<file path="src/vision_pkg.sv">
// shared definitions for the color vision pipeline
// frame geometry and bank size
// ycbcr to rgb coefficients and offsets
// hue sector bases, hue class centers, black and chroma thresholds
// vector types for samples, products, addresses, class flags and words
// byte phase enum for the 4:2:2 sequencer
package vision_pkg;

	//----------------------------------------------------------------------
	// frame geometry
	//----------------------------------------------------------------------
	localparam int FRAME_W     = 180;                // 720 / 4
	localparam int FRAME_H     = 120;                // 240 field lines / 2
	localparam int FRAME_WORDS = FRAME_W * FRAME_H;  // words per bank

	localparam int SAMPLE_MAX  = 255;                // full scale 8-bit

	//----------------------------------------------------------------------
	// conversion coefficients, x256
	//----------------------------------------------------------------------
	localparam int K_Y  = 298;    // 1.164
	localparam int K_RV = 408;    // 1.596
	localparam int K_GV = 208;    // 0.813
	localparam int K_GU = 100;    // 0.392
	localparam int K_BU = 516;    // 2.017

	localparam int Y_OFFSET = 64;     // 16 at 10-bit scale
	localparam int C_OFFSET = 512;    // 128 at 10-bit scale

	//----------------------------------------------------------------------
	// hue scale, 240 steps per turn
	//----------------------------------------------------------------------
	localparam int HUE_SECTOR = 40;    // one sixth of the circle
	localparam int HUE_G_BASE = 80;
	localparam int HUE_B_BASE = 160;
	localparam int HUE_FULL   = 240;
	localparam int HUE_TOL    = 10;    // half width of each class band

	// class centers
	localparam int HUE_RED    = 230;
	localparam int HUE_ORANGE = 15;
	localparam int HUE_YELLOW = 40;
	localparam int HUE_GREEN  = 90;
	localparam int HUE_BLUE   = 144;

	localparam int V_BLACK  = 96;    // below this is black
	localparam int S_CHROMA = 96;    // above this counts as colored

	//----------------------------------------------------------------------
	// types
	//----------------------------------------------------------------------
	typedef logic [7:0]         sample_t;     // y, cb, cr, r, g, b, h, s, v
	typedef logic signed [20:0] mult_t;       // fixed point product
	typedef logic [14:0]        pix_addr_t;   // word address in one bank
	typedef logic [5:0]         class_t;      // r o y g b black, msb first
	typedef logic [15:0]        pix_word_t;   // stored combination word

	// byte position inside a cb y0 cr y1 quad
	typedef enum logic [1:0] {
		PH_CB,
		PH_Y0,
		PH_CR,
		PH_Y1
	} byte_phase_t;

endpackage

</file>
<file path="src/ycbcr_to_rgb.sv">
// two stage fixed point ycbcr to rgb888
// stage 1 offset removal and coefficient products
// stage 2 sums with clamp to 0..255
`timescale 1ns/10ps

module ycbcr_to_rgb (
	input  logic                clk_llc,
	input  logic                resetx,
	input  logic                in_valid,
	input  vision_pkg::sample_t y,
	input  vision_pkg::sample_t cb,
	input  vision_pkg::sample_t cr,
	output logic                rgb_valid,
	output vision_pkg::sample_t r,
	output vision_pkg::sample_t g,
	output vision_pkg::sample_t b
);
	import vision_pkg::*;

	logic signed [10:0] y_s;    // 4y - 64
	logic signed [10:0] cb_s;   // 4cb - 512
	logic signed [10:0] cr_s;   // 4cr - 512
	logic               s1_valid;
	mult_t              x;      // luma term
	mult_t              a;      // red from cr
	mult_t              b1;     // green from cr
	mult_t              b2;     // green from cb
	mult_t              c;      // blue from cb

	// negative -> 0, bits 19:18 -> saturate, else 17:10
	function automatic sample_t clamp8(mult_t v);
		if (v[20])
			return '0;
		else if (v[19] | v[18])
			return sample_t'(SAMPLE_MAX);
		else
			return v[17:10];
	endfunction

	assign y_s  = 11'($signed({3'b000, y, 2'b00}) - Y_OFFSET);
	assign cb_s = 11'($signed({3'b000, cb, 2'b00}) - C_OFFSET);
	assign cr_s = 11'($signed({3'b000, cr, 2'b00}) - C_OFFSET);

	always_ff @(posedge clk_llc or negedge resetx)
	begin
		if (!resetx)
		begin
			s1_valid  <= 1'b0;
			rgb_valid <= 1'b0;
		end
		else
		begin
			s1_valid  <= in_valid;
			rgb_valid <= s1_valid;
		end
	end

	//----------------------------------------------------------------------
	// stage 1 products
	//----------------------------------------------------------------------
	always_ff @(posedge clk_llc)
	begin
		x  <= mult_t'(K_Y * y_s);
		a  <= mult_t'(K_RV * cr_s);
		b1 <= mult_t'(K_GV * cr_s);
		b2 <= mult_t'(K_GU * cb_s);
		c  <= mult_t'(K_BU * cb_s);
	end

	// stage 2 sums and clamp
	always_ff @(posedge clk_llc)
	begin
		r <= clamp8(x + a);
		g <= clamp8(x - b1 - b2);
		b <= clamp8(x + c);
	end

endmodule

</file>
<file path="config.mk">
export PLATFORM = sky130hd
export DESIGN_NAME = ycbcr_to_rgb
export DESIGN_NICKNAME = d
export VERILOG_FILES = /design/src/vision_pkg.sv /design/src/ycbcr_to_rgb.sv
export SDC_FILE = /design/constraint.sdc
export NUM_CORES = 1
export LEC_CHECK = 0
export BUFFER_PORTS_ARGS = -buffer_cell sky130_fd_sc_hd__buf_4
export CAP_MARGIN = 15
export CORE_MARGIN = 3
export CORE_UTILIZATION = 63
export DETAILED_ROUTE_END_ITERATION = 12
export PLACE_DENSITY = 0.82
export SYNTH_ARGS = -nofsm -noshare
export SYNTH_HDL_FRONTEND = slang
export SYNTH_SLANG_ARGS = --single-unit
</file>
<file path="constraint.sdc">
create_clock -name clk_llc -period 3.6 [get_ports clk_llc]
set_input_delay 0.36 -clock clk_llc [delete_from_list [all_inputs] [get_ports clk_llc]]
set_output_delay 0.36 -clock clk_llc [all_outputs]
set_load 0.02 [all_outputs]
</file>
==> metrics.txt <==
Synth Net Count=approximately 1100; Initial Utilization=65.7%; critical-path cell list=buf_8 > buf_12 > nor3_4 > xor2_4 > buf_6 > ha_4 > ha_4 > ha_4 > inv_2 > fa_1 > inv_2 > ha_4 > nor2b_1 > o21ai_2 > a21boi_4 > o21ai_2 > a21boi_2 > o2111ai_1 > o211ai_1 > o22ai_1; Post-synth EDFFs=0; total power=about 8500 µW; hold endpoint=s1_valid; Num CTS Buffers=9; Congestion Overflow GR=0; drt pass-1 iters=4; yosys warns=0; R2R Path Start=x[7]; CP delay by family, top=adder cells; final hold vios=0; Top FF cell, synth=dfxtp_1; Setup Slack @ Placement=-0.423 ns; Synth top area share=between 20 and 30%; vias=6065; Area growth syn-to-layout=17.4%; sequential-to-total area share from yosys stat=between 20% and 30%; worst vdd ir=1.02 mV; maximum fanout along the worst path=4; reg2reg end=g[6]; HP Class=input port to register; Yosys reg bits=101; most used cell, CP=ha_4; worst skew pair latency=0.35 ns; Post-synth ARST share=between 1.5 and 2%; crit share post-route=104%; fmax=~270 MHz; final setup TNS=-0.376 ns; final cell utilization of the core=77.2%; # DRC=0; Slew Limit Headroom=around 55%; I/O Pins=between 50 and 60; Worst Path Required=3.83 ns; core area=12800 µm²; gr usage total=24.6%; cell depth of the worst flop-to-flop path=9; LEAKAGE=0.00500 µW; number of global-route vias before repair=approximately 6000; met3 Track Usage GR=between 3 and 4%; startpoint types=input port; initial antenna violation count=0; Final setup viols=5; post-synth top area cell=ha_1; Placed Cells incl. Taps=1107; layout cells sized above 1=around 17%; WP depth=20; Finished Layout Cells=about 1100; first-pass GRT wire length=about 29000 µm; DR WL/cell=between 15 and 20 µm; DRT antenna net count=0; GR Util met1=33.2%; DIE AREA=between 10000 and 15000 µm²; Max Cap Violations=0; Synth cell types=57; crit path DAT=just under 4 ns; WL final=approximately 18000 µm; reg2reg setup slack=around 0.47 ns; Critical path buffers and inverters=5; Antenna Cells=0; CP peak stage delay=between 0.5 and 0.6 ns; grt peak-use layer=met2; top cells by area, synth=ha_1, dfxtp_1, fa_1, inv_1, xnor2_1; Synth Instances=858; crit end category=register; pin count of the biggest net entering global routing=18; std cell rows=41; final slew viol count=0; RSZ-0062 raised after global routing=true; Final min period=3.73 ns; CTS root buf=clkbuf_16; Die X=122 µm; Clock Sinks=between 100 and 150; PwrDens=857 nW/µm²; status=finished, violations left; Clock transition at path regs=0.07 ns; Final GP Congestion=between 0.8 and 0.9; Final WS setup=-0.131 ns; Crit-path slowest cell=fa_1; worst-margin pin slew=about 0.67 ns; hold path depth=1; failing checks=negative setup slack; hpwl dp=between 10000 and 15000 µm; Longest Clk Path Bufs=2; GRT met2 Usage=approximately 41%; Via density=5.35; syn avg cell area=9.82 µm²; CTS tree=built; clk_skew=between 0.006 and 0.007 ns; # H-tree levels=3; # nets final=around 1200; chip height=between 100 and 150 µm; Setup CP Type=input port to register; Initial DRC Count=slightly above 400; Netlist Area Pre-Place=roughly 8400 µm²; hold wc startpoint=in_valid; port bufs=51
==> synth_stat cells, drive strengths merged, types with 12 or more instances <==
cell   count
inv      168
xnor2     52
ha       184
dfxtp     99
nor2      37
o21a      25
fa        55
nor3      17
nor2b     12
o21ai     17
a21oi     56
nand2     24
xor2      20
==> how the worst max path moves through the flow <==
stage / start / end
after floorplan: y[4] / x[20]
after global placement: y[4] / x[20]
after detailed placement: y[4] / x[20]
after CTS: y[5] / x[17]
after global routing: y[4] / x[20]
final: y[4] / x[20]
==> placed cells by master, fill, tap and decap left out, types with 18 or more instances in the layout <==
master | netlist | layout
buf_4 | 0 | 81
dfxtp_1 | 99 | 99
xnor2_1 | 50 | 50
xor2_1 | 20 | 18
nand2_1 | 24 | 24
o21a_1 | 24 | 24
nor2_1 | 37 | 37
ha_1 | 184 | 171
inv_1 | 168 | 158
a21oi_1 | 51 | 49
fa_1 | 55 | 53
==> stage by stage <==
step | instance area [µm²] | hold WS, ns
2_1_floorplan | 8590 | 0.0644
3_3_place_gp | 9400 | 0.142
3_5_place_dp | 9400 | 0.146
4_1_cts | 9720 | 0.110
5_1_grt | 9900 | 0.111
6_report | 9900 | 0.115
==> cell type report <==
cell class / count / area (µm²)
Sequential cell: 101 / 2030
Timing Repair Buffer: 88 / 707
Fill cell: 864 / 2930
Tap cell: 172 / 215
Clock buffer: 11 / 233
Clock inverter: 5 / 36.3
Inverter: 168 / 633
Multi-Input combinational cell: 588 / 6040
==> sequential cells by signal, summed over array words and instances (netlist names) <==
name,flops
rgb_valid,1
b1,14
b2,12
s1_valid,1
c,17
a,15
x,17
g,8
r,8
b,8
==> logic make-up (layout without fill, tap and decap cells) <==
| family | Yosys count | count (layout) | synth area share (%) |
|---|---|---|---|
| fa+ha+maj | 239 | 239 | 40.4 |
| buf+inv | 169 | 272 | 7.53 |
| simple gates | 122 | 122 | 7.01 |
| compound gates | 153 | 153 | 13.1 |
| flops | 101 | 101 | 24.1 |
| mux | 2 | 2 | 0.252 |
| xor+xnor | 72 | 72 | 7.66 |
==> what timing repair did <==
action	4_1_cts	5_1_grt
pin swaps	1	22
hold buffers	1	0
setup buffers	2	7
resized for setup	3	21
endpoints found under the hold margin	2	0
setup endpoints to repair	2	5
==> where the power goes <==
group | leakage [µW] | internal [µW] | switching [µW]
clock | 0.000134 | 473 | 430
sequential | 0.000858 | 1570 | 258
combinational | 0.00401 | 2610 | 3140
==> metal layers <==
metal | up-vias | wire length (µm)
met4 | 0 | 453
met2 | 125 | 8660
met3 | 34 | 902
li1 | 3032 | -
met5 | - | 0
met1 | 2874 | 8220
No activity file was read; power rests on OpenSTA's default activity.
