$ cat src/vision_pkg.sv
// shared definitions for the color vision pipeline
// frame geometry and bank size
// ycbcr to rgb coefficients and offsets
// hue sector bases, hue class centers, black and chroma thresholds
// vector types for samples, products, addresses, class flags and words
// byte phase enum for the 4:2:2 sequencer
package vision_pkg;

	//----------------------------------------------------------------------
	// frame geometry
	//----------------------------------------------------------------------
	localparam int FRAME_W     = 180;                // 720 / 4
	localparam int FRAME_H     = 120;                // 240 field lines / 2
	localparam int FRAME_WORDS = FRAME_W * FRAME_H;  // words per bank

	localparam int SAMPLE_MAX  = 255;                // full scale 8-bit

	//----------------------------------------------------------------------
	// conversion coefficients, x256
	//----------------------------------------------------------------------
	localparam int K_Y  = 298;    // 1.164
	localparam int K_RV = 408;    // 1.596
	localparam int K_GV = 208;    // 0.813
	localparam int K_GU = 100;    // 0.392
	localparam int K_BU = 516;    // 2.017

	localparam int Y_OFFSET = 64;     // 16 at 10-bit scale
	localparam int C_OFFSET = 512;    // 128 at 10-bit scale

	//----------------------------------------------------------------------
	// hue scale, 240 steps per turn
	//----------------------------------------------------------------------
	localparam int HUE_SECTOR = 40;    // one sixth of the circle
	localparam int HUE_G_BASE = 80;
	localparam int HUE_B_BASE = 160;
	localparam int HUE_FULL   = 240;
	localparam int HUE_TOL    = 10;    // half width of each class band

	// class centers
	localparam int HUE_RED    = 230;
	localparam int HUE_ORANGE = 15;
	localparam int HUE_YELLOW = 40;
	localparam int HUE_GREEN  = 90;
	localparam int HUE_BLUE   = 144;

	localparam int V_BLACK  = 96;    // below this is black
	localparam int S_CHROMA = 96;    // above this counts as colored

	//----------------------------------------------------------------------
	// types
	//----------------------------------------------------------------------
	typedef logic [7:0]         sample_t;     // y, cb, cr, r, g, b, h, s, v
	typedef logic signed [20:0] mult_t;       // fixed point product
	typedef logic [14:0]        pix_addr_t;   // word address in one bank
	typedef logic [5:0]         class_t;      // r o y g b black, msb first
	typedef logic [15:0]        pix_word_t;   // stored combination word

	// byte position inside a cb y0 cr y1 quad
	typedef enum logic [1:0] {
		PH_CB,
		PH_Y0,
		PH_CR,
		PH_Y1
	} byte_phase_t;

endpackage

$ cat src/video_capture.sv
// 4:2:2 byte sequencer with odd field gating
// 4:1 horizontal and 2:1 vertical decimation
// pixel strobe with held y, cb, cr and field start / end pulses
`timescale 1ns/10ps

module video_capture (
	input  logic                clk_llc,
	input  logic                resetx,
	input  logic                vref,
	input  logic                href,
	input  logic                odd,
	input  vision_pkg::sample_t vpo,
	output logic                cap_valid,
	output logic                field_start,
	output logic                field_end,
	output vision_pkg::sample_t y,
	output vision_pkg::sample_t cb,
	output vision_pkg::sample_t cr
);
	import vision_pkg::*;

	logic        field_act;       // odd field inside vref
	logic        field_act_q;
	logic        href_q;
	logic        href_rise;
	byte_phase_t phase;           // phase of the next byte
	byte_phase_t cur_phase;
	byte_phase_t nxt_phase;
	logic        quad_even;       // next quad is an even one
	logic        cur_quad_even;
	logic        line_par;        // set after a kept line
	logic        line_keep;       // current line is kept
	logic        cur_line_keep;
	logic        take;            // byte belongs to a kept pixel

	assign field_act     = odd & vref;
	assign href_rise     = href & ~href_q;

	// line start restarts the quad sequence
	assign cur_phase     = href_rise ? PH_CB : phase;
	assign cur_quad_even = href_rise ? 1'b1 : quad_even;
	assign cur_line_keep = href_rise ? ~line_par : line_keep;

	assign take = field_act & href & cur_line_keep & cur_quad_even;

	always_comb
	begin
		case (cur_phase)
			PH_CB:   nxt_phase = PH_Y0;
			PH_Y0:   nxt_phase = PH_CR;
			PH_CR:   nxt_phase = PH_Y1;
			default: nxt_phase = PH_CB;
		endcase
	end

	//----------------------------------------------------------------------
	// sequencer and field edges
	//----------------------------------------------------------------------
	always_ff @(posedge clk_llc or negedge resetx)
	begin
		if (!resetx)
		begin
			field_act_q <= 1'b0;
			href_q      <= 1'b0;
			field_start <= 1'b0;
			field_end   <= 1'b0;
			cap_valid   <= 1'b0;
			phase       <= PH_CB;
			quad_even   <= 1'b1;
			line_par    <= 1'b0;
			line_keep   <= 1'b0;
		end
		else
		begin
			field_act_q <= field_act;
			href_q      <= href;
			field_start <= field_act & ~field_act_q;    // rising edge
			field_end   <= ~field_act & field_act_q;    // falling edge
			cap_valid   <= take & (cur_phase == PH_CR);  // cr completes the pixel
			if (href)
			begin
				phase     <= nxt_phase;
				quad_even <= (cur_phase == PH_Y1) ? ~cur_quad_even : cur_quad_even;
				line_keep <= cur_line_keep;
			end
			if (!field_act)
				line_par <= 1'b0;    // first line of next field kept
			else if (href_rise)
				line_par <= ~line_par;
		end
	end

	// byte latches, held until the next kept quad
	always_ff @(posedge clk_llc)
	begin
		if (take)
		begin
			case (cur_phase)
				PH_CB:   cb <= vpo;
				PH_Y0:   y  <= vpo;
				PH_CR:   cr <= vpo;
				default: ;    // y1 dropped
			endcase
		end
	end

endmodule

$ cat config.mk
export PLATFORM = sky130hd
export DESIGN_NAME = video_capture
export DESIGN_NICKNAME = d
export VERILOG_FILES = /design/src/vision_pkg.sv /design/src/video_capture.sv
export SDC_FILE = /design/constraint.sdc
export NUM_CORES = 1
export LEC_CHECK = 0
export CAP_MARGIN = 15
export CORE_ASPECT_RATIO = 1.1
export CORE_MARGIN = 2
export CORE_UTILIZATION = 25
export DETAILED_ROUTE_END_ITERATION = 16
export DONT_BUFFER_PORTS = 1
export PLACE_DENSITY = 0.38
export SYNTH_ARGS = -nofsm -noshare
export SYNTH_HDL_FRONTEND = slang
export SYNTH_SLANG_ARGS = --single-unit
$ cat constraint.sdc
create_clock -name clk_llc -period 4.55 [get_ports clk_llc]
set_input_delay 0.2275 -clock clk_llc [delete_from_list [all_inputs] [get_ports clk_llc]]
set_output_delay 0.2275 -clock clk_llc [all_outputs]
set_load 0.01 [all_outputs]
==> out/metrics.cfg <==
[logic_synthesis]
synth_compound_area_share_pct=2.55
yosys-top-cells-area=edfxtp_1 (61%), dfrtp_1 (19%), dfstp_2 (2.2%), buf_6 (1.9%), mux2i_1 (1.7%)
syn_avg_cell_area_um2=17.9
synth_top_area_cell=edfxtp_1
syn-cell-area_um2=1180
ys_seq_area_share_pct=82.4
synth-simple-area-share_pct=8.70
synth_ff_type=edfxtp_1
syn_nets=80
synth-edff-count=24
ys_types=20
synth_cells=66
ys_async_sr_fraction_pct=29.4
synthMuxAreaShare_pct=1.70
synth-xor-area-share_pct=0.742
synth_warnings=0
synth_fa_ha_area_share_pct=1.06
synth_top_area_share_pct=61.1
synth-seq-cells=34
synth_top_family_by_area=simple AND/OR/NAND/NOR gates

[global_routing]
grt_start_max_net_pins=11
grt_overflow=0
grt_pass1_vias=540
use_met3_pct=4.37
antenna_found_initial=0
grtUsageTotal_pct=7.95
grt_pass1_wl_mm=3.02
grtUsageMet1_pct=8.30
use_met2_pct=11.6
globalRoute.busiestLayer=met2

[pwr]
ir_worst_vdd_mv=0.137
p_per_area_nw_per_um2=449
p_leak_nw=0.507

[sta]
tns_ns=0
clock_skew_ns=0.00261
period_minus_slack_ns=1.63
slew_headroom_pct=70.4
drv_slew=0
hold_viol=0
worst_slack_ns=2.92
fmax_ghz=0.614
setup_viol=0
rsz0062_at_grt=no
post-route-period-util_pct=35.8
tightest_slew_ns=0.442

[route]
via_per_inst=4.12
drc=0
drt_wl_total_mm=1.98
antenna_left=0
first_pass_iters=4
wl_per_cell_um=15.2
route.vias.total=535
first_iter_violations=41

[cells_and_area]
final_cells=130
diodes=0
drive_above_1_share_pct=13.5
fin_nets=87
design_area_um2=1330
area_growth_pct=12.6
layout_common_cells=edfxtp_1 (24), dfrtp_1 (9), nor2_1 (5), clkbuf_8 (5), nand2_1 (4)
final_common_cell=edfxtp_1

[setup_path]
cp-start-kind=flop
crit_buf_inv=1
cp-end-kind=flop
worstPathMaxFanout=8
cp.arrival_ns=1.56
worstPathRequired_ns=4.48
crit_type=reg2reg
rr_worst_depth=3
crit_slowest_cell=dfstp_2
cp.depth=3
critical_path.top_delay_family=flip-flops
slowest_delay_ns=0.55
worstPathCellList=inv_1 > a21oi_1 > and3_1

[clock_tree]
cts_buffer_depth=2
htree_levels=2
cts_tree=done
numClockSinks=34
root_buffer=clkbuf_8
insertion_delay_ns=0.27
clk_pin_slew_ns=0.06
cts_resized=0
cts_buffers=5

[floorplanning]
ios=40
die-height_um=76.1
core_um2=4590
dieArea_um2=5290
die_w_um=69.5
initial_core_util_pct=25.7
rows=26

[placed_design]
placedCellCount=120
gp_congestion=0.678
place_area_um2=1230
hpwl_mm=1.36
port_buffers=0
dp_slack_ns=2.89

[job]
maxCapViolations=0

[min_path]
hold_depth=1
min_path_type=in2reg

[outcome]
status=complete, no violations

## state kept, by name, indices dropped and copies added, names as in the netlist
| name | cells |
|---|---|
| cb | 8 |
| cr | 8 |
| y | 8 |
| phase | 2 |
| cap_valid | 1 |
| field_act_q | 1 |
| field_end | 1 |
| field_start | 1 |
| href_q | 1 |
| line_keep | 1 |
| line_par | 1 |
| quad_even | 1 |
## report_power, final
| part | total, mW | leakage (nW) | internal [mW] | switching [mW] |
|---|---|---|---|---|
| Clock | 0.205 | 0.0426 | 0.105 | 0.100 |
| Sequential | 0.362 | 0.336 | 0.349 | 0.0129 |
| Combinational | 0.0299 | 0.128 | 0.0143 | 0.0156 |
## cell families after synthesis
| logic type | Yosys count |
|---|---|
| AOI/OAI and AO/OA | 5 |
| xor gates and xnor gates | 1 |
| adders and majority gates | 1 |
| buffers and inverters | 5 |
| DFF | 34 |
| muxes | 2 |
| and+or+nand+nor | 18 |
## synth_stat cells (2+ instances only)
master and number:
nand3_1 2, nor2_1 5, o21a_1 2, dfrtp_1 9, mux2i_1 2, edfxtp_1 24
inv_1 3, nand2_1 4, buf_6 2, a21oi_1 3
## per-stage QoR
stage / util [%] / power [mW] / hold slack [ns]
2_1_floorplan: - / 0.390 / -0.0681
3_3_place_gp: 26.8 / 0.394 / -0.0677
3_5_place_dp: 26.8 / 0.395 / -0.0677
4_1_cts: 29.0 / 0.608 / 0.0142
5_1_grt: 29.0 / 0.628 / 0.00469
6_report: 29.0 / 0.597 / 0.0297
## metal layers
layer | wire length [µm] | vias up
met3 | 167 | 2
li1 | - | 245
met4 | 15 | 0
met1 | 823 | 261
met2 | 973 | 27
met5 | 0 | -
## path summary, 6_finish.rpt
path                       slack (ns)                    end                   from
setup / recovery                 2.92         y[3]$_DFFE_PP_  quad_even$_DFFE_PN1P_
max in group asynchronous        3.89  quad_even$_DFFE_PN1P_                 resetx
setup reg to reg                 2.92         y[3]$_DFFE_PP_  quad_even$_DFFE_PN1P_
hold / removal                   0.03   phase[1]$_DFFE_PN0P_                   href
hold reg to reg                  0.42  field_start$_DFF_PN0_  field_act_q$_DFF_PN0_
min in group asynchronous        0.33       href_q$_DFF_PN0_                 resetx
## timing repair
action / 4_1_cts / 5_1_grt
hold buffers: 2 / 0
hold endpoints to repair: 11 / 0
buffers inserted: 0 / 0
## cell type report
| class | instances | area, µm² |
|---|---|---|
| fillers | 450 | 3260 |
| clock inverters | 2 | 8.76 |
| inverters | 3 | 11.3 |
| well taps | 56 | 70.1 |
| flip-flops and latches | 34 | 972 |
| repair buffers | 2 | 20.0 |
| clock buffers | 6 | 72.6 |
| multi-input cells | 27 | 174 |
No activity file was read; power rests on OpenSTA's default activity.
