--- src/vision_pkg.sv ---
// shared definitions for the color vision pipeline
// frame geometry and bank size
// ycbcr to rgb coefficients and offsets
// hue sector bases, hue class centers, black and chroma thresholds
// vector types for samples, products, addresses, class flags and words
// byte phase enum for the 4:2:2 sequencer
package vision_pkg;

	//----------------------------------------------------------------------
	// frame geometry
	//----------------------------------------------------------------------
	localparam int FRAME_W     = 180;                // 720 / 4
	localparam int FRAME_H     = 120;                // 240 field lines / 2
	localparam int FRAME_WORDS = FRAME_W * FRAME_H;  // words per bank

	localparam int SAMPLE_MAX  = 255;                // full scale 8-bit

	//----------------------------------------------------------------------
	// conversion coefficients, x256
	//----------------------------------------------------------------------
	localparam int K_Y  = 298;    // 1.164
	localparam int K_RV = 408;    // 1.596
	localparam int K_GV = 208;    // 0.813
	localparam int K_GU = 100;    // 0.392
	localparam int K_BU = 516;    // 2.017

	localparam int Y_OFFSET = 64;     // 16 at 10-bit scale
	localparam int C_OFFSET = 512;    // 128 at 10-bit scale

	//----------------------------------------------------------------------
	// hue scale, 240 steps per turn
	//----------------------------------------------------------------------
	localparam int HUE_SECTOR = 40;    // one sixth of the circle
	localparam int HUE_G_BASE = 80;
	localparam int HUE_B_BASE = 160;
	localparam int HUE_FULL   = 240;
	localparam int HUE_TOL    = 10;    // half width of each class band

	// class centers
	localparam int HUE_RED    = 230;
	localparam int HUE_ORANGE = 15;
	localparam int HUE_YELLOW = 40;
	localparam int HUE_GREEN  = 90;
	localparam int HUE_BLUE   = 144;

	localparam int V_BLACK  = 96;    // below this is black
	localparam int S_CHROMA = 96;    // above this counts as colored

	//----------------------------------------------------------------------
	// types
	//----------------------------------------------------------------------
	typedef logic [7:0]         sample_t;     // y, cb, cr, r, g, b, h, s, v
	typedef logic signed [20:0] mult_t;       // fixed point product
	typedef logic [14:0]        pix_addr_t;   // word address in one bank
	typedef logic [5:0]         class_t;      // r o y g b black, msb first
	typedef logic [15:0]        pix_word_t;   // stored combination word

	// byte position inside a cb y0 cr y1 quad
	typedef enum logic [1:0] {
		PH_CB,
		PH_Y0,
		PH_CR,
		PH_Y1
	} byte_phase_t;

endpackage

--- src/color_classifier.sv ---
// hsv thresholding into black and five hue classes
// packing of the class flags into the 16-bit combination word
`timescale 1ns/10ps

module color_classifier (
	input  logic                  clk_llc,
	input  logic                  resetx,
	input  logic                  hsv_valid,
	input  vision_pkg::sample_t   h,
	input  vision_pkg::sample_t   s,
	input  vision_pkg::sample_t   v,
	output logic                  word_valid,
	output vision_pkg::pix_word_t word
);
	import vision_pkg::*;

	logic   black;
	logic   chroma;      // saturated and not black
	logic   cls_valid;
	class_t cls;         // r o y g b black
	logic   f_r;
	logic   f_o;
	logic   f_y;
	logic   f_g;
	logic   f_b;
	logic   f_k;

	// open band around a hue center
	function automatic logic in_band(sample_t hue, int center);
		return (int'(hue) > center - HUE_TOL) && (int'(hue) < center + HUE_TOL);
	endfunction

	assign black  = v < V_BLACK;
	assign chroma = !black && (s > S_CHROMA);

	assign {f_r, f_o, f_y, f_g, f_b, f_k} = cls;

	always_ff @(posedge clk_llc or negedge resetx)
	begin
		if (!resetx)
		begin
			cls_valid  <= 1'b0;
			word_valid <= 1'b0;
		end
		else
		begin
			cls_valid  <= hsv_valid;
			word_valid <= cls_valid;
		end
	end

	always_ff @(posedge clk_llc)
	begin
		cls <= {chroma & in_band(h, HUE_RED),
			chroma & in_band(h, HUE_ORANGE),
			chroma & in_band(h, HUE_YELLOW),
			chroma & in_band(h, HUE_GREEN),
			chroma & in_band(h, HUE_BLUE),
			black};
		// combination word, msb first
		word <= {f_r | f_o | f_y, f_r | f_o | f_y | f_k, f_r, f_o, f_y,
			f_g | f_y, f_g | f_y | f_o | f_k, f_g | f_y | f_o, f_g, f_g, f_g,
			f_b, f_b | f_k, f_b, f_b, f_k};
	end

endmodule

--- config.mk ---
export PLATFORM = sky130hd
export DESIGN_NAME = color_classifier
export DESIGN_NICKNAME = d
export VERILOG_FILES = /design/src/vision_pkg.sv /design/src/color_classifier.sv
export SDC_FILE = /design/constraint.sdc
export NUM_CORES = 1
export LEC_CHECK = 0
export BUFFER_PORTS_ARGS = -buffer_cell sky130_fd_sc_hd__buf_4
export CAP_MARGIN = 15
export CORE_MARGIN = 2
export CORE_UTILIZATION = 39
export DETAILED_ROUTE_END_ITERATION = 10
export PLACE_DENSITY = 0.75
export SYNTH_ARGS = -nofsm -noshare
export SYNTH_HDL_FRONTEND = slang
export SYNTH_SLANG_ARGS = --single-unit
--- constraint.sdc ---
create_clock -name clk_llc -period 1.2 [get_ports clk_llc]
set_input_delay 0.06 -clock clk_llc [delete_from_list [all_inputs] [get_ports clk_llc]]
set_output_delay 0.06 -clock clk_llc [all_outputs]
set_load 0.05 [all_outputs]
==> impl_results.md, run 1 <==
- # IOs: 44
- Number of synthesized register bits: 20
- HP Class: in -> reg
- Final RePlAce weighted congestion: between 0.7 and 0.8
- GRT Util Overall: 0.152
- Vias per inst: roughly 5.2
- Ys async rst share: 0.100
- Tmin final: ~1.1 ns
- H-tree depth: 1
- PD cells: 1250 mW/mm^2
- Util after Layout: 0.642
- Maximum buffer depth of the clock tree: 2
- Critical path data arrival time: ~1.3 ns
- Core area: between 0.0015 and 0.002 mm^2
- VDD IR-drop max: between 400 and 500 uV
- Critical-path maximum fanout: 3
- Antenna Nets Post-Route: 0
- CTS tree: built
- Synth warn: 0
- Top cell type's share of synthesized area: 0.538
- Die W: ~45 um
- Clock Latency Late Sink: ~0.29 ns
- Pleak: ~0.00048 uW
- Avg Inst Size Synth: 12.0 um^2
- Worst reg2reg startpoint: cls[4]$_DFF_P_
- Starting Density: 0.429
- Final Cycle Share: 0.907
- Top-count cell post-synth: dfxtp_1
- Root Buffer: clkbuf_4
- CTS sink count: 20
- Critical Path RT: 1.37 ns
- Placement Rows: 14
- Number of flops mapped to enable cells by yosys: 0
- Drt wl/cell: around 12 um
- Resize count post-CTS: 0
- Routed Wire Length: 1.38 mm
- Slew Viols, Final: 0
- Max-cap violations: 0
- Top achievable clock speed: about 920 MHz
- Critical path class: reg -> reg
- Buffers on Ports: 38
- Status: finished clean
- Largest net degree at the start of global routing: 12
- First-pass GRT wire length: 2.20 mm
- Critical path startpoint: cls[4]$_DFF_P_
- Slew headroom: 0.676
- RSZ-0062 raised after global routing: no
- N_diodes: 0
- DRT Pass-1 Iters: 3
- Syn Std Cell Area: between 600 and 700 um^2
- Top_reg_cell synth: dfxtp_1
- Synth top area cells: dfxtp_1, dfrtp_1, buf_4
- Synthesized netlist net count: 83
- Num CTS Buffers: 3
- Cells after synthesis: between 50 and 60
- Startpoint Class: flip-flop
- Final setup fails: 0
- Fin. Hold Viols: 0
- Least-Margin Pin Slew: 0.484 ns
- WHS: 0.0516 ns
- Sequential area share after synthesis: 0.613
- Layout cells sized above 1: 0.474
- Global route total overflow: 0
- Synthesis-to-layout area growth: 49.5%
- Nets: between 100 and 150
- Iteration-0 DRC Markers: 12
- Vias in the first global route: 553
- Clk_skew: about 0.0089 ns
- Antenna violations before repair: 0
- Worst Hold Launch: h[7]
- Via count: approximately 590
- Die area: 0.00206 mm^2
- Die Y: 45.4 um
- Clock Pin Slew Worst Setup and Hold Paths: ~0.10 ns
- Leading area contributor after synthesis: dfxtp_1
- Setup TNS: 0 ns
- Synth cell types: 24
- Commonest cells in the synthesized netlist: dfxtp_1, buf_4, or2_2, a21oi_1
- DRC viols: 0
- Worst setup EP type: flip-flop
- Dpl hpwl: around 1.0 mm
[registers in the layout (all words and copies together), names as in the netlist]
name,count
word,12
cls,6
cls_valid,1
word_valid,1
[routing by layer]
layer / global-route usage / up-vias / part of all wire
li1: - / 292 / -
met1: 0.138 / 272 / 0.36
met2: 0.293 / 25 / 0.56
met3: 0.0159 / 2 / 0.063
met4: 0.124 / 0 / 0.014
met5: 0 / - / 0
[through the flow]
step / cells / area, um^2 / power [uW] / setup WS, ns
floorplan: 56 / 669 / 849 / 0.166
global placement: 106 / 945 / 957 / 0.141
detailed placement: 106 / 945 / 963 / 0.133
CTS: 113 / 1000 / 1270 / 0.113
global route: 113 / 1000 / 1310 / 0.0889
finish: 113 / 1000 / 1250 / 0.111
[cell usage in the layout, fill, tap and decap left out]
cell           count
a211oi_1           2
a21oi_1            3
a31oi_1            1
and4_1             1
and4b_1            1
and4bb_2           1
buf_4             38
clkbuf_1           1
clkbuf_4           3
dfrtp_1            2
dfxtp_1           18
dlygate4sd3_1      3
nand2_1            1
nor2_1             1
nor3_1             2
nor3b_1            1
nor4_1             2
nor4b_1            1
nor4bb_1           2
o211a_1            1
o21ai_0            2
o311a_1            1
o311ai_0           1
o41ai_1            1
or2_2              4
or3_1              2
or4b_1             1
[what timing repair did]
item | in CTS | in global routing
hold endpoints to repair | 4 | 0
hold buffers | 3 | 0
buffers inserted | 0 | 0
[final cells by class]
cell class	count	area, um^2
repair buffers	41	315
flip-flops and latches	20	410
multi-input cells	32	229
fillers	141	558
clock buffers	4	26.3
well taps	16	20.0
[cell families (layout without fill, tap and decap cells)]
logic type             count (synthesis)  after routing  share of synthesized area
flip-flops                            20             20                      0.613
AND/OR/NAND/NOR                       20             20                      0.217
AO/OA/AOI/OAI                         12             12                      0.125
buffers and inverters                  4             45                     0.0449
[power by group]
group          internal, uW  switching, uW  leakage, uW
combinational           108            144     0.000294
clock                   129            167    0.0000150
sequential              694           10.1     0.000171
total                   931            321     0.000480
[path summary, 6_finish.rpt]
path / slack [ns] / cells after the start / end
min in group asynchronous: 0.08 / 2 / cls_valid$_DFF_PN0_
max reg2reg: 0.11 / 2 / word[9]$_DFF_P_
min reg2reg: 0.36 / 0 / word[4]$_DFF_P_
max: 0.11 / 2 / word[9]$_DFF_P_
min: 0.05 / 2 / cls[1]$_DFF_P_
max in group asynchronous: 1.03 / 2 / word_valid$_DFF_PN0_
[critical path: stages, from the launching register on]
cell and delay (ns):
dfxtp_1 0.33, or3_1 0.37, or2_2 0.27
No activity file was read; power rests on OpenSTA's default activity.
==> run 2: changes to the inputs <==
Settings changed: CORE_UTILIZATION 39 to 35, PLACE_DENSITY 0.75 to 0.71.
Clock period 1.2 ns to 0.94 ns, I/O delays scaled along.
==> impl_results.md, run 2 (synthesis results as in run 1) <==
- Drt wl/cell: 10.5 um (-14%)
- Largest net degree at the start of global routing: 12 (unchanged)
- Buffers on Ports: 38 (unchanged)
- Placement Rows: 15 (+1)
- Layout cells sized above 1: 0.583 (+0.108)
- Startpoint Class: flip-flop
- Placed insts: 121 (+14%)
- Most frequent cells in the layout: buf_4, dfxtp_1, dfxtp_2
- Commonest non-fill, non-tap cell in the layout: buf_4
- R2R depth: 2 (unchanged)
- Top achievable clock speed: 978 MHz (+6.5%)
- Critical path class: reg -> reg
- Critical Path Max Stage Delay: 0.36 ns (about the same)
- Clock Latency Late Sink: 0.29 ns (about the same)
- Levels on crit path: 2 (unchanged)
- Largest register by flop count: word
- Antenna violations before repair: 0 (unchanged)
- Slew headroom: 0.783 (+0.108)
- Filler cells: 164 (+16%)
- Antenna Nets Post-Route: 0 (unchanged)
- Final RePlAce weighted congestion: 0.710 (-4.8%)
- Slew Viols, Final: 0 (unchanged)
- Worst setup EP type: flip-flop
- Failing checks: setup timing
- Final WS setup: -0.0822 ns (-0.193 ns)
- Post-route insts no fill: 128 (+13%)
- DRT Pass-1 Iters: 4 (+1)
- Vias in the first global route: 576 (+4.2%)
- Largest register FFs: 12 (unchanged)
- Critical-path maximum fanout: 3 (unchanged)
- Clock Pin Slew Worst Setup and Hold Paths: 0.10 ns (about the same)
- Iteration-0 DRC Markers: 6 (-6)
- Maximum buffer depth of the clock tree: 2 (unchanged)
- Critical path data arrival time: 1.21 ns (-0.05 ns)
- Tot Pwr: 1700 uW (+36%)
- Final setup fails: 2 (+2)
- VDD IR-drop max: 589 uV (+25%)
- Crit path cell chain: or3_1, or2_4
- Nets: 131 (+4.8%)
- Critical Path RT: 1.13 ns (-0.24 ns)
- PD cells: 1570 mW/mm^2 (+26%)
- DRC viols: 0 (unchanged)
- Register Area: 417 um^2 (+1.5%)
- Core area: 0.00176 mm^2 (+13%)
- # IOs: 44 (unchanged)
- Pleak: 0.000518 uW (+8.0%)
- Final Cycle Share: 1.09 (+0.180)
- Status: finished with violations
- Synthesis-to-layout area growth: 62.1%
- Routed Wire Length: 1.35 mm (-2.6%)
- CTS sink count: 20 (unchanged)
- GRT Util Overall: 0.140 (-0.0117)
- Die area: 0.00228 mm^2 (+10%)
- Dpl hpwl: 1.09 mm (+4.2%)
- Starting Density: 0.379 (-0.0499)
- Num CTS Buffers: 3 (unchanged)
- Root Buffer: clkbuf_4
- Least-Margin Pin Slew: 0.321 ns (-0.163 ns)
- Largest regs: word x12, cls x6
- Vias per inst: 4.80 (-8.3%)
- Clk_skew: 0.00824 ns (-0.000641 ns)
- Crit path max-delay cell type: or3_1
- Tmin final: 1.02 ns (-0.0666 ns)
- Buf+Inv Stages, Crit Path: 0 (unchanged)
- Global route total overflow: 0 (unchanged)
- RSZ-0062 raised after global routing: yes
- Footprint of the multi-input gates: 239 um^2 (+4.4%)
- N_diodes: 0 (unchanged)
- Die Y: 47.7 um (+5.1%)
- Die W: 47.7 um (+5.1%)
- CTS tree: built
- Fin. Hold Viols: 0 (unchanged)
- Max-cap violations: 0 (unchanged)
- H-tree depth: 1 (unchanged)
- HP Class: in -> reg
- Cell depth of the worst hold path: 3 (+1)
- CP delay by family, top: simple AND/OR/NAND/NOR gates
- First-pass GRT wire length: 2.21 mm (+0.59%)
- Via count: 614 (+3.9%)
- WHS: 0.0403 ns (-0.0113 ns)
-- run 2: worst paths after layout --
kind / end / start / slack, ns
setup / recovery: word[9]$_DFF_P_ / cls[3]$_DFF_P_ / -0.08
hold / removal: cls[0]$_DFF_P_ / v[7] / 0.04
setup reg to reg: word[9]$_DFF_P_ / cls[3]$_DFF_P_ / -0.08
hold reg to reg: word[4]$_DFF_P_ / cls[1]$_DFF_P_ / 0.35
max in group asynchronous: cls_valid$_DFF_PN0_ / resetx / 0.78
min in group asynchronous: word_valid$_DFF_PN0_ / resetx / 0.08
-- run 2: metal layers --
| layer | GRT usage | vias to the layer above | wire, um |
|---|---|---|---|
| li1 | - | 311 | - |
| met1 | 0.144 | 271 | 509 |
| met2 | 0.256 | 30 | 716 |
| met3 | 0.0226 | 2 | 109 |
| met4 | 0.0973 | 0 | 13 |
| met5 | 0 | - | 0 |
-- run 2: worst min-delay path, stage by stage --
cell and delay [ns]:
buf_4 0.08, a21oi_1 0.04, buf_4 0.12
-- run 2: what timing repair did --
action                     in CTS  in global routing
hold buffers                    2                  0
hold endpoints to repair        3                  0
resized for setup               1                  4
setup endpoints to repair       2                  3
setup buffers                   1                  0
cloned                          0                  0
-- run 2: layout make-up --
cell class,count,area share
Clock buffer,4,0.0334
Tap cell,25,0.0288
Sequential cell,20,0.384
Timing Repair Buffer,47,0.333
Multi-Input combinational cell,32,0.220
-- run 2: through the flow --
step | setup WS, ns | instance area (um^2) | setup TNS [ns] | utilization
2_1_floorplan | -0.0540 | 677 | -0.101 | -
3_3_place_gp | -0.0722 | 1010 | -0.322 | 0.572
6_report | -0.0822 | 1080 | -0.156 | 0.615
4_1_cts | -0.0808 | 1070 | -0.156 | 0.609
3_5_place_dp | -0.0964 | 1010 | -0.405 | 0.572
5_1_grt | -0.111 | 1080 | -0.217 | 0.615
-- run 2: power by group --
part | leakage, uW | internal, uW | switching (uW) | total, uW
logic | 0.000324 | 161 | 186 | 347
clock network | 0.0000210 | 236 | 222 | 457
registers | 0.000173 | 886 | 13.6 | 900
total | 0.000518 | 1280 | 421 | 1700
==> run 3: changes to the inputs <==
--- a/config.mk
+++ b/config.mk
@@ -11,4 +11,5 @@
 export CORE_UTILIZATION = 35
 export DETAILED_ROUTE_END_ITERATION = 10
+export GPL_ROUTABILITY_DRIVEN = 0
 export PLACE_DENSITY = 0.71
 export SYNTH_ARGS = -nofsm -noshare
==> constraint.sdc (replaced) <==
create_clock -name clk_llc -period 0.94 [get_ports clk_llc]
set_input_delay 0.094 -clock clk_llc [delete_from_list [all_inputs] [get_ports clk_llc]]
set_output_delay 0.094 -clock clk_llc [all_outputs]
set_load 0.05 [all_outputs]
==> impl_results.md, run 3 (synthesis results as in run 1) <==
- Filler cells: 152 (-7.3%)
- Largest register by flop count: word
- Top achievable clock speed: 975 MHz (-0.32%)
- GR Util met2: 0.285 (+0.0293)
- RSZ-0062 raised after global routing: yes
- Switch Pwr: 429 uW (+2.0%)
- Clock Latency Late Sink: 0.28 ns (about the same)
- R2R depth: 2 (unchanged)
- Dpl hpwl: 1.20 mm (+11%)
- DRT Pass-1 Iters: 4 (unchanged)
- Post-route insts no fill: 132 (+3.1%)
- Final setup fails: 2 (unchanged)
- Clock Pin Slew Worst Setup and Hold Paths: 0.10 ns (about the same)
- Pleak: 0.000547 uW (+5.6%)
- Final WS setup: -0.0854 ns (-0.00325 ns)
- Vias per inst: 4.80 (about the same)
- Die area: 0.00228 mm^2 (unchanged)
- Placed insts: 126 (+4.1%)
- Register Area: 420 um^2 (+0.90%)
- Setup TNS: -0.167 ns (-0.0109 ns)
- Routed Wire Length: 1.48 mm (+9.9%)
- Worst setup EP type: flip-flop
- Pint: 1300 uW (+1.3%)
- Core area: 0.00176 mm^2 (unchanged)
- GRT met1 Usage: 0.126 (-0.0171)
- Layout cells sized above 1: 0.589 (+0.00626)
- Clock share of power: 0.264 (-0.004)
- Most Used Layer, Global Route: met2
- Fin. Hold Viols: 0 (unchanged)
- Slew Viols, Final: 0 (unchanged)
- Pre-CTS setup slack: -0.142 ns (-0.0456 ns)
- Startpoint Class: flip-flop
- Largest register FFs: 12 (unchanged)
- Reg power frac: 0.520 (-0.008)
- VDD IR-drop max: 733 uV (+24%)
- Slew headroom: 0.762 (-0.0214)
- # IOs: 44 (unchanged)
- Cell depth of the worst hold path: 3 (unchanged)
- Critical path class: reg -> reg
- PD cells: 1490 mW/mm^2 (-5.4%)
- Final Cycle Share: 1.09 (+0.00346)
- GR Layer Usage met3: 0.0264 (+0.00377)
- Vias in the first global route: 601 (+4.3%)
- Via count: 633 (+3.1%)
- Commonest non-fill, non-tap cell in the layout: buf_4
- Nets: 135 (+3.1%)
- N_diodes: 0 (unchanged)
- Switching share of total power: 0.248 (+0.00129)
- Setup bufs post-CTS: 0 (-1)
- Maximum buffer depth of the clock tree: 2 (unchanged)
- HP Class: in -> reg
- Largest regs: word x12, cls x6
- CTS sink count: 20 (unchanged)
- GRT Util Overall: 0.143 (+0.00275)
- Antenna Nets Post-Route: 0 (unchanged)
- Critical-path maximum fanout: 4 (+1)
- Tmin final: 1.03 ns (+0.00325 ns)
- Util after Layout: 0.660 (+0.0447)
- Least-Margin Pin Slew: 0.355 ns (+0.0341 ns)
- Largest net degree at the start of global routing: 12 (unchanged)
- Synthesis-to-layout area growth: 73.8%
- Placement Rows: 15 (unchanged)
- Root Buffer: clkbuf_4
- Antenna violations before repair: 0 (unchanged)
- Buffers on Ports: 38 (unchanged)
- Die Y: 47.7 um (unchanged)
- Iteration-0 DRC Markers: 3 (-3)
- Comb power frac: 0.215 (+0.012)
- CTS tree: built
- Footprint of the multi-input gates: 239 um^2 (unchanged)
- Failing checks: setup timing
- Critical Path RT: 1.13 ns (about the same)
- Most frequent cells in the layout: buf_4, dfxtp_1, buf_6
- Clk_skew: 0.00502 ns (-0.00322 ns)
- Critical path data arrival time: 1.21 ns (about the same)
- First-pass GRT wire length: 2.28 mm (+3.1%)
- Starting Density: 0.379 (unchanged)
- Global route total overflow: 0 (unchanged)
- DRC viols: 0 (unchanged)
- H-tree depth: 1 (unchanged)
- Status: finished with violations
- Num CTS Buffers: 3 (unchanged)
- Max-cap violations: 0 (unchanged)
- Drt wl/cell: 11.2 um (+6.6%)
- Die W: 47.7 um (unchanged)
[run 3: changes by cell type in the layout (fill, tap and decap cells not counted), sizes merged]
cell,delta
buf,+4
[run 3: power by group through the flow]
stage | Clock (uW) | Combinational, uW | Sequential, uW
after global routing | 512 | 397 | 904
final | 457 | 372 | 899
after floorplan | 0 | 74.0 | 1020
after global placement | 0 | 348 | 918
after CTS | 472 | 365 | 902
after detailed placement | 0 | 354 | 920
[run 3: timing repair]
| action | in CTS | in global routing |
|---|---|---|
| hold endpoints to repair | 3 | 0 |
| setup endpoints to repair | 3 | 11 |
| resized for setup | 4 | 14 |
| hold buffers | 2 | 0 |
[run 3: final timing paths]
kind                                 from                   end  slack, ns
max reg2reg                cls[3]$_DFF_P_       word[9]$_DFF_P_      -0.09
min reg2reg                cls[1]$_DFF_P_       word[4]$_DFF_P_       0.34
max in group asynchronous          resetx  word_valid$_DFF_PN0_       0.73
min                                  v[7]        cls[0]$_DFF_P_       0.09
max                        cls[3]$_DFF_P_       word[9]$_DFF_P_      -0.09
min in group asynchronous          resetx   cls_valid$_DFF_PN0_       0.13
[run 3: critical path: stages, from the launching register on]
cell	delay, ns
dfxtp_2	0.35
or3_1	0.35
or2_4	0.23
[run 3: per-stage QoR]
stage	hold WS (ns)	power (uW)	cell area, um^2
global placement	-0.125	1270	1050
CTS	0.0763	1740	1110
floorplan	-0.202	1090	677
global route	0.0843	1810	1160
detailed placement	-0.123	1270	1050
finish	0.0854	1730	1160
[run 3: cell type report]
cell class | count | area share
Tap cell | 25 | 0.0269
Timing Repair Buffer | 51 | 0.375
Multi-Input combinational cell | 32 | 0.205
Clock buffer | 4 | 0.0312
Sequential cell | 20 | 0.361
[run 3: routing by layer]
| metal | wire length (um) | up-vias |
|---|---|---|
| met5 | 0 | - |
| li1 | - | 314 |
| met2 | 822 | 24 |
| met1 | 540 | 293 |
| met3 | 107 | 2 |
| met4 | 11 | 0 |
